[src/source/core_region_pkg.sv]
package core_region_pkg;

  // widths
  localparam int WORD_W       = 32;
  localparam int BE_W         = 4;
  localparam int WORD_IDX_W   = 16;
  localparam int INSTR_ADDR_W = 9;
  localparam int DATA_ADDR_W  = 8;

  // region tag in the upper byte address bits
  localparam int LOCAL_TAG_HI = 31;
  localparam int LOCAL_TAG_LO = 20;
  localparam logic [LOCAL_TAG_HI-LOCAL_TAG_LO:0] LOCAL_TAG = 12'h001;

  typedef logic [WORD_W-1:0]     word_t;
  typedef logic [BE_W-1:0]       be_t;
  typedef logic [WORD_IDX_W-1:0] word_idx_t;

  // core side, byte addressed
  typedef struct packed {
    word_t addr;
    logic  we;
    be_t   be;
    word_t wdata;
  } mem_req_t;

  // loader side, word indexed
  typedef struct packed {
    word_idx_t addr;
    logic      we;
    be_t       be;
    word_t     wdata;
  } loader_req_t;

  // what the RAM sees after arbitration
  typedef struct packed {
    word_idx_t addr;
    logic      we;
    be_t       be;
    word_t     wdata;
  } ram_cmd_t;

endpackage
[src/source/lsu_demux.sv]
module lsu_demux
(
  input  logic                      clk,
  input  logic                      rst_n,

  input  logic                      lsu_req_i,
  input  core_region_pkg::mem_req_t lsu_cmd_i,
  output logic                      lsu_gnt_o,
  output logic                      lsu_rvalid_o,
  output core_region_pkg::word_t    lsu_rdata_o,

  output logic                      loc_req_o,
  output core_region_pkg::mem_req_t loc_cmd_o,
  input  logic                      loc_gnt_i,
  input  logic                      loc_rvalid_i,
  input  core_region_pkg::word_t    loc_rdata_i,

  output logic                      ext_req_o,
  output core_region_pkg::mem_req_t ext_cmd_o,
  input  logic                      ext_gnt_i,
  input  logic                      ext_rvalid_i,
  input  core_region_pkg::word_t    ext_rdata_i
);
  import core_region_pkg::*;

  logic is_local;
  logic tgt_ext_q;

  assign is_local = (lsu_cmd_i.addr[LOCAL_TAG_HI:LOCAL_TAG_LO] == LOCAL_TAG);

  assign loc_req_o = lsu_req_i & is_local;
  assign ext_req_o = lsu_req_i & ~is_local;
  assign loc_cmd_o = lsu_cmd_i;
  assign ext_cmd_o = lsu_cmd_i;

  assign lsu_gnt_o = (loc_req_o & loc_gnt_i) | (ext_req_o & ext_gnt_i);

  // where the next response comes from
  always_ff @(posedge clk, negedge rst_n)
  begin
    if (!rst_n)
    begin
      tgt_ext_q <= 1'b0;
    end
    else if (lsu_req_i && lsu_gnt_o)
    begin
      tgt_ext_q <= ~is_local;
    end
  end

  always_comb
  begin
    lsu_rvalid_o = 1'b0;
    lsu_rdata_o  = '0;
    if (tgt_ext_q)
    begin
      lsu_rvalid_o = ext_rvalid_i;
      lsu_rdata_o  = ext_rvalid_i ? ext_rdata_i : '0;
    end
    else
    begin
      lsu_rvalid_o = loc_rvalid_i;
      lsu_rdata_o  = loc_rvalid_i ? loc_rdata_i : '0;
    end
  end

endmodule

[config.mk]
export PLATFORM = sky130hd
export DESIGN_NAME = lsu_demux
export DESIGN_NICKNAME = d
export VERILOG_FILES = /design/src/source/core_region_pkg.sv /design/src/source/lsu_demux.sv
export SDC_FILE = /design/constraint.sdc
export NUM_CORES = 1
export LEC_CHECK = 0
export ABC_AREA = 0
export BUFFER_PORTS_ARGS = -buffer_cell sky130_fd_sc_hd__buf_2
export CAP_MARGIN = 20
export CORE_AREA = 4 4 119 121
export CTS_CLUSTER_SIZE = 12
export DETAILED_ROUTE_END_ITERATION = 8
export DIE_AREA = 0 0 123 125
export HOLD_SLACK_MARGIN = 0.15
export PLACE_DENSITY = 0.5
export SLEW_MARGIN = 0
export SYNTH_ARGS = -nofsm -noshare
export SYNTH_HDL_FRONTEND = slang
export SYNTH_SLANG_ARGS = --single-unit
[constraint.sdc]
create_clock -name clk -period 2.87 [get_ports clk]
set_input_delay 0.1435 -clock clk [delete_from_list [all_inputs] [get_ports clk]]
set_output_delay 0.1435 -clock clk [all_outputs]
set_load 0.01 [all_outputs]
# == After elaboration in Yosys (flattened, before gate mapping) ==
# Index checks and enable logic that the tools add are counted.
# word_totals
regBits,1
input_bits,140
out_inout_bits,174
# classes
n_reduce_logical,1
n_bitwise,6
muxes,4
n_eq_ne,1
# ops
op,count
$mux 32,3
$eq 12x1->1 const B,1
$and 1x1->1,4
$logic_and 1x1->1,1
$mux 1,1
$not 1->1,1
$or 1x1->1,1

# == Depth between registers and ports, before layout ==
# depth
word_depth,6
depth_mapped,4
mapped_depth_nobuf,3

# == Worst setup path before layout ==
# OpenSTA, ideal clock, no wires.
# synth_path
path_kind,reg-to-output
start,register tgt_ext_q
end,output port lsu_rdata_o[0]
path_stages_with_launch,5
t_arrival_ns,0.989
slack_ns,1.738
n_path_buf,2
path_cell_list,dfrtp_1 -> and2_1 -> buf_2 -> buf_2 -> a22o_1
# synth_via
elab_chain_cells,1
# synth_lines
element,line_no,source
"start, declared",lsu_demux.sv:27,logic tgt_ext_q;
"start signal, assigned",lsu_demux.sv:47,tgt_ext_q <= ~is_local;
$mux 32,lsu_demux.sv:55,if (tgt_ext_q)
"end, declared",lsu_demux.sv:10,"output core_region_pkg::word_t lsu_rdata_o,"
# Every way passes these cells.

# == Worst setup path in the final report ==
# layout_path
start,register tgt_ext_q
end,output port lsu_rvalid_o
# layout_via
elab_chain_cells,1
# layout_lines
element,line_no,source
$mux 1,lsu_demux.sv:55,
"end, declared",lsu_demux.sv:9,"output logic lsu_rvalid_o,"
# Every way passes these cells.

==> out/results.ini <==
[status]
status = finished, final reports clean

[sta]
finalHoldViolations = 0
drv_slew = 0
final.min_clock_period_ns = 1.407
worst_slew_pin_slew_ns = 0.3514
relSlewSlack_pct = 76.57
rsz0062_at_grt = no
min_period_over_period_pct = 49.01
setup_viol = 0
finalClockSkew_ns = 0
tns_ns = 0
max_freq_ghz = 0.7110

[floorplan]
io_pins = 314
start_util_pct = 11.66
die_w_um = 123
fp.dieArea_mm2 = 0.01538
rows = 42
die_h_um = 125
core_mm2 = 0.01309

[synth]
synth_edf_count = 0
synth_area_mm2 = 0.001525
synth.area.top_cells = buf_4 (68%), a22o_1 (18%), nor4_4 (2.8%), buf_2 (2.6%), dfrtp_1 (1.6%)
yosysTopAreaCellShare_pct = 67.92
ys_types = 17
synthesis.instances = 195
synth-main-ff-cell = dfrtp_1
syn-num-nets = 335
synth_seq_cells = 1
synth.largest_area_cell = buf_4
synth-seq-area-share_pct = 1.641
async_flop_share_pct = 100.0
post_synth.cell_area_avg_um2 = 7.822
yosys_warnings = 0

[cells_and_area]
area_growth_pct = -6.399
multiInputGateArea_um2 = 419.2
post-route-util_pct = 10.91
largest_register = tgt_ext_q
largest_reg_flops = 1
seqCellArea_um2 = 25.02
drive_above_1_share_pct = 77.32
nFillCells = 1512
diodes = 0
reg_top3 = tgt_ext_q: 1 flops
nNetsFinal = 336
fin_area_mm2 = 0.001428
stdcell_count = 370

[critical_path]
path_buf_inv = 2
path_cells = and2_1, buf_16, or2_2, buf_2
critPathRequiredTime_ns = 2.73
cp.arrival_ns = 1.26
startpoint_type = flop
critPathMaxStageDelay_ns = 0.38
crit_slowest_cell = dfrtp_1
end_kind = output port
cp_top_family = simple AND/OR/NAND/NOR gates
crit_fanout = 27
worstSetupPathType = flop to output port

[placed_design]
place.gp.congestion = 0.6885
hpwl_mm = 3.723
dp.cells = 368
portBuffers = 142
dpl-instance-area_mm2 = 0.001390

[routing]
routedWlPerCell_um = 11.46
viasPerCell = 3.173
drtPass1Iterations = 4
routed_wirelength_mm = 4.241
via_count = 1174
ant_nets = 0
drc = 0
drt_iter0_drc = 24

[power]
power.density_mw_per_mm2 = 132.1
irDropWorstVdd_mv = 0.03120
finalPower_w = 0.0001885
p_leak_nw = 0.8226

[run]
drv_cap = 0

[global_route]
grt_max_degree = 34
grt_pass1_vias = 1181
grtUsageTotal_pct = 4.250
gr-total-overflow = 0
antenna_found_initial = 0
grt_pass1_wl_mm = 5.444

[min_path]
hold_class = input pin to output port

[clocking]
postCtsResizedCells = 0
clock_latency_ns = 0
post_cts_buffers = 0
cts.hold.buffers_added = 1
path_clk_slew_ns = 0

## power breakdown
group	total [W]	internal (W)	switching [W]
Sequential	0.0000144	0.0000144	0.00000000490
Combinational	0.000174	0.0000928	0.0000813
Clock	0	0	0
Total	0.000189	0.000107	0.0000813
## routing by layer
layer	vias to the layer above	GRT usage [%]	routed length, µm
li1	514	-	-
met1	509	2.950	1115
met2	129	9.392	2162
met3	22	1.671	830
met4	0	1.498	132
met5	-	0	0
## cell type report
cell class / count / area share [%]
repair buffers: 145 / 52.94
multi-input cells: 46 / 29.36
well taps: 176 / 15.43
flip-flops and latches: 1 / 1.753
inverters: 2 / 0.5259
## through the flow
stage	hold WS (ns)	setup WS (ns)
4_1_cts	0.2871	1.078
6_report	0.2870	1.463
5_1_grt	0.2870	1.389
2_1_floorplan	-0.1521	1.738
3_3_place_gp	-0.08021	1.196
3_5_place_dp	-0.08039	1.078
## cell usage after synthesis (all sizes together) (2+ instances only)
cell	count
nand2	2
buf	146
nor4	2
inv	2
a22o	32
## placed cells by master (no fill, tap or decap), types with 2 or more instances in the layout
cell     synthesis  routed
buf_2            8     142
a22o_1          32      32
inv_1            2       2
nor4_4           2       2
nand2_1          2       2
## path summary, 6_finish.rpt
path | slack [ns] | to | cells after the start | from
worst max-delay path | 1.46 | lsu_rvalid_o | 4 | tgt_ext_q
worst min-delay path | 0.29 | ext_cmd_o[17] | 0 | lsu_cmd_i[17]
worst min register to register | 0.57 | tgt_ext_q | 2 | tgt_ext_q
min in group asynchronous | 0.46 | tgt_ext_q | 2 | rst_n
worst max register to register | 2.09 | tgt_ext_q | 3 | tgt_ext_q
max in group asynchronous | 2.33 | tgt_ext_q | 2 | rst_n
## kinds of logic after synthesis
logic type,Yosys count,synth area share [%]
multiplexers,1,0.6563
AND/OR/NAND/NOR,10,6.973
AO/OA/AOI/OAI,35,19.69
buffers and inverters,148,71.04
flip-flops,1,1.640
Power figures use the tool's default switching activity.
