<file path="src/source/core_region_pkg.sv">
package core_region_pkg;

  // widths
  localparam int WORD_W       = 32;
  localparam int BE_W         = 4;
  localparam int WORD_IDX_W   = 16;
  localparam int INSTR_ADDR_W = 9;
  localparam int DATA_ADDR_W  = 8;

  // region tag in the upper byte address bits
  localparam int LOCAL_TAG_HI = 31;
  localparam int LOCAL_TAG_LO = 20;
  localparam logic [LOCAL_TAG_HI-LOCAL_TAG_LO:0] LOCAL_TAG = 12'h001;

  typedef logic [WORD_W-1:0]     word_t;
  typedef logic [BE_W-1:0]       be_t;
  typedef logic [WORD_IDX_W-1:0] word_idx_t;

  // core side, byte addressed
  typedef struct packed {
    word_t addr;
    logic  we;
    be_t   be;
    word_t wdata;
  } mem_req_t;

  // loader side, word indexed
  typedef struct packed {
    word_idx_t addr;
    logic      we;
    be_t       be;
    word_t     wdata;
  } loader_req_t;

  // what the RAM sees after arbitration
  typedef struct packed {
    word_idx_t addr;
    logic      we;
    be_t       be;
    word_t     wdata;
  } ram_cmd_t;

endpackage
</file>
<file path="src/source/ram_mux.sv">
module ram_mux
#(
  parameter int ADDR_W     = 8,
  parameter bit CORE_WRITE = 1'b1
)
(
  input  logic                         clk,
  input  logic                         rst_n,

  input  logic                         load_req_i,
  input  core_region_pkg::loader_req_t load_cmd_i,
  output core_region_pkg::word_t       load_rdata_o,

  input  logic                         core_req_i,
  input  core_region_pkg::mem_req_t    core_cmd_i,
  output logic                         core_gnt_o,
  output logic                         core_rvalid_o,
  output core_region_pkg::word_t       core_rdata_o,

  output logic                         ram_en_o,
  output core_region_pkg::ram_cmd_t    ram_cmd_o,
  input  core_region_pkg::word_t       ram_rdata_i
);
  import core_region_pkg::*;

  ram_cmd_t core_ram_cmd;

  // loader always wins
  assign core_gnt_o = core_req_i & ~load_req_i;
  assign ram_en_o   = load_req_i | core_req_i;

  // byte address to word index
  always_comb
  begin
    core_ram_cmd                  = '0;
    core_ram_cmd.addr[ADDR_W-1:0] = core_cmd_i.addr[ADDR_W+1:2];
    // fetch port must never write
    core_ram_cmd.we               = CORE_WRITE ? core_cmd_i.we : 1'b0;
    core_ram_cmd.be               = core_cmd_i.be;
    core_ram_cmd.wdata            = core_cmd_i.wdata;
  end

  always_comb
  begin
    if (load_req_i)
    begin
      ram_cmd_o.addr  = load_cmd_i.addr;
      ram_cmd_o.we    = load_cmd_i.we;
      ram_cmd_o.be    = load_cmd_i.be;
      ram_cmd_o.wdata = load_cmd_i.wdata;
    end
    else
    begin
      ram_cmd_o = core_ram_cmd;
    end
  end

  // response one cycle after the core grant
  always_ff @(posedge clk, negedge rst_n)
  begin
    if (!rst_n)
    begin
      core_rvalid_o <= 1'b0;
    end
    else
    begin
      core_rvalid_o <= core_gnt_o;
    end
  end

  // only one port used the RAM last cycle
  assign load_rdata_o = ram_rdata_i;
  assign core_rdata_o = ram_rdata_i;

endmodule

</file>
<file path="config.mk">
export PLATFORM = sky130hd
export DESIGN_NAME = ram_mux
export DESIGN_NICKNAME = d
export VERILOG_FILES = /design/src/source/core_region_pkg.sv /design/src/source/ram_mux.sv
export SDC_FILE = /design/constraint.sdc
export NUM_CORES = 1
export LEC_CHECK = 0
export ABC_AREA = 1
export BUFFER_PORTS_ARGS = -buffer_cell sky130_fd_sc_hd__buf_4
export CAP_MARGIN = 30
export CELL_PAD_IN_SITES_DETAIL_PLACEMENT = 1
export CELL_PAD_IN_SITES_GLOBAL_PLACEMENT = 2
export CORE_ASPECT_RATIO = 1.25
export CORE_MARGIN = 3
export CORE_UTILIZATION = 10
export DETAILED_ROUTE_END_ITERATION = 16
export PLACE_DENSITY = 0.95
export SYNTH_ARGS = -nofsm -noshare
export SYNTH_HDL_FRONTEND = slang
export SYNTH_SLANG_ARGS = --single-unit
</file>
<file path="constraint.sdc">
create_clock -name clk -period 0.8 [get_ports clk]
set_clock_uncertainty 0.15 [all_clocks]
set_input_delay 0.08 -clock clk [delete_from_list [all_inputs] [get_ports clk]]
set_output_delay 0.08 -clock clk [all_outputs]
set_load 0.01 [all_outputs]
</file>
== Word-level counts from Yosys, hierarchy flattened ==
Cells that the tools add are included.

* Bits of input ports: 158
* Word-level logic and storage cells: 5
* Flip-flop bits (word level): 1
* Output and inout bits: 120

* Muxes and demuxes: 1
* Bitwise logic cells: 3

{| class="wikitable"
|+ Operators by type and width
! cell !! number
|-
| 53-bit 2-to-1 mux || 1
|-
| 1-bit AND || 1
|-
| 1-bit NOT || 1
|-
| 1-bit bitwise OR || 1
|}

== Longest topological paths before layout ==
* Depth after elaboration: 2
* Depth in mapped cells: 5
* Mapped depth without buffers: 3

== Worst setup path before layout ==
OpenSTA, ideal clock, no wires.

* Path kind: input port to flip-flop
* Start: input port load_req_i
* End: register core_rvalid_o
* Library setup time: 0.110 ns
* Stages on the path: 3
* Path buffers: 2
* Slack: -0.023 ns
* Required time: 0.540 ns
* Data arrival time: 0.563 ns
* Cell sequence: buf_6 > buf_4 > nor2_1

* Cells in the longest elaborated chain, start to end: 2

{| class="wikitable"
|+ RTL lines
! what !! line !! source
|-
| from (decl) || ram_mux.sv:10 || <nowiki>input logic load_req_i,</nowiki>
|-
| 1-bit NOT || ram_mux.sv:29 || <nowiki>assign core_gnt_o = core_req_i & ~load_req_i;</nowiki>
|-
| 1-bit AND || ram_mux.sv:29 ||
|-
| via core_gnt_o || ram_mux.sv:16 || <nowiki>output logic core_gnt_o,</nowiki>
|-
| to (signal assigned) || ram_mux.sv:67 || <nowiki>core_rvalid_o <= core_gnt_o;</nowiki>
|-
| to (decl) || ram_mux.sv:17 || <nowiki>output logic core_rvalid_o,</nowiki>
|}

The timed path passes the listed nets, and every way through them passes these cells.

==> results.json <==
{
  "status": "complete, but fails checks",
  "violations": "negative setup slack",
  "die_h_um": 128,
  "synthTopCellsByArea": "nand2_1, buf_4, buf_6, inv_1, dfrtp_1",
  "grt_pass1_vias": 1831,
  "synthCells": 230,
  "leakage_nw": 1.48,
  "criticalPathCategory": "primary input to primary output",
  "cp-end-kind": "primary output",
  "nNetsFinal": 487,
  "max_freq_mhz": 1070,
  "wl_um": 7250,
  "p_switching_uw": 598,
  "relSlewSlack_pct": 90.1,
  "regMostFlops": "core_rvalid_o",
  "path_buf_inv": 3,
  "seqPwrFrac_pct": 3.6,
  "finalPower_mw": 1.52,
  "vias_per_cell": 3.55,
  "p_per_area_nw_per_um2": 600,
  "crit_fanout": 7,
  "crit_top_cell": "nand2_1",
  "largest_reg_flops": 1,
  "p_int_uw": 920,
  "cp_data_required_time_ns": 0.57,
  "cp.arrival_ns": 0.71,
  "synth_seq_cells": 1,
  "crit_path_start": "load_req_i",
  "start_util_pct": 10.4,
  "core_um2": 11400,
  "fp-row-count": 43,
  "ys_types": 7,
  "post-route-period-util_pct": 117,
  "grt_overflow_total": 0,
  "n_antenna_cell": 0,
  "worstPathCellList": "bufbuf_16 > buf_16 > nand2_1 > nand2_1 > buf_6",
  "design_area_um2": 2530,
  "synth.most_common_cell": "nand2_1",
  "grt_max_degree": 19,
  "worstSetupStartpointType": "primary input",
  "irDropWorstVdd_v": 0.000215,
  "final_max_slew_viol_count": 0,
  "critPathCapture": "ram_cmd_o[10]",
  "die_area_um2": 13200,
  "die_x_um": 103,
  "yosys.area.top_type": "nand2_1",
  "period_needed_ns": 0.937,
  "async_flop_share_pct": 100,
  "io_pins": 278,
  "setup_viol": 51,
  "synth_area_per_cell_um2": 5.16,
  "port_buffers": 157,
  "ys_seq_area_share_pct": 2.11,
  "dpl_worst_slack_ns": -0.197,
  "maxCapViolations": 0,
  "path_delay_family": "buffers and inverters",
  "setup_slack_ns": -0.137,
  "tightest_slew_ns": 0.148,
  "syn_to_final_growth_pct": 113,
  "detailed_place.area_um2": 2080,
  "dp_hpwl_um": 5300,
  "syn_nets": 388,
  "ant_nets": 0,
  "grt_pass1_wl_um": 9390,
  "cp_slowest_cell": "bufbuf_16",
  "power_frac_clock_pct": 0,
  "power_switching_share_pct": 39.4,
  "combPwrFrac_pct": 96.4,
  "fillers": 1433,
  "drtIter0Drc": 13,
  "wl_per_cell_um": 15.0,
  "num_vias": 1717,
  "drive_gt1_share_pct": 66.4,
  "drt_first_pass_iters": 2,
  "hold_viol_final": 0,
  "top_regs": "core_rvalid_o (1)",
  "antenna_found_initial": 1,
  "path_depth": 5,
  "cpPeakStageDelay_ns": 0.25,
  "synth_area_um2": 1190,
  "drc_errors": 0,
  "synth_top_area_share_pct": 45.6,
  "ys.flop_type": "dfrtp_1",
  "synth_common_cells": "nand2_1, buf_4, inv_1",
  "ys_warn_count": 0,
  "holdCritPathClass": "primary input to primary output",
  "place.gp.congestion": 0.671,
  "synth_edf_count": 0,
  "rsz0062_at_grt": "true",
  "grtUsageTotal_pct": 9.29
}
==> worst min path at each step <==
stage                     from               end  slack, ns  cells after the start
6_report       ram_rdata_i[26]  core_rdata_o[26]       0.01                      0
5_1_grt        ram_rdata_i[19]  load_rdata_o[19]       0.01                      0
4_1_cts        ram_rdata_i[11]  core_rdata_o[11]       0.01                      0
3_5_place_dp             rst_n     core_rvalid_o      -0.29                      1
3_3_place_gp             rst_n     core_rvalid_o      -0.29                      1
2_1_floorplan            rst_n     core_rvalid_o      -0.37                      0
==> power groups by stage <==
| stage | Combinational, mW | Sequential [mW] | Clock, mW |
|---|---|---|---|
| floorplan | 0.729 | 0.0562 | 0 |
| global route | 1.58 | 0.0551 | 0 |
| global placement | 1.15 | 0.0548 | 0 |
| finish | 1.46 | 0.0547 | 0 |
| CTS | 1.50 | 0.0548 | 0 |
| detailed placement | 1.18 | 0.0548 | 0 |
==> final cells by class <==
cell class                 instances  area (µm²)  area share [%]
inverter                          10        53.8            2.13
multi-input combinational        145         694            27.4
sequential                         1        25.0           0.989
tap                              157         196            7.76
timing repair buffer             171        1560            61.7
==> layout by cell type, fill, tap and decap left out <==
cell,n
nor2_4,1
bufbuf_16,1
nand2_1,107
inv_16,1
nand2_2,27
inv_1,1
inv_2,8
buf_12,7
buf_16,2
dfrtp_1,1
clkbuf_16,2
buf_4,136
nand2_4,10
buf_8,1
buf_6,21
dlygate4sd3_1,1
==> per-stage QoR <==
step	hold WS, ns	util [%]	std cells	setup TNS (ns)
after floorplan	-0.366	-	230	0
after global placement	-0.293	18.3	475	-6.92
after detailed placement	-0.293	18.3	475	-8.11
after CTS	0.0101	22.5	487	-8.00
after global routing	0.0100	22.3	484	-6.19
final	0.0100	22.3	484	-4.23
==> repair_timing <==
| item | in CTS | in global routing |
|---|---|---|
| buffers inserted | 5 | 0 |
| cloned | 6 | 2 |
| hold buffers | 1 | 0 |
| pin swaps | 1 | 2 |
| endpoints found under the setup margin | 55 | 56 |
| gates resized for setup | 69 | 23 |
| endpoints found under the hold margin | 1 | 0 |
==> routing by layer <==
metal	vias to the layer above	wire [µm]	track usage, %
met5	-	17	0
met4	2	329	3.96
met3	52	988	3.54
met2	110	3690	17.5
met1	747	2230	8.64
li1	806	-	-
==> logic make-up after synthesis <==
family / count (synthesis) / share of synthesized area, %
buffers and inverters: 84 / 52.0
DFF: 1 / 2.11
and+or+nand+nor: 145 / 45.9
Note: power is estimated with default switching activity, not from simulation.
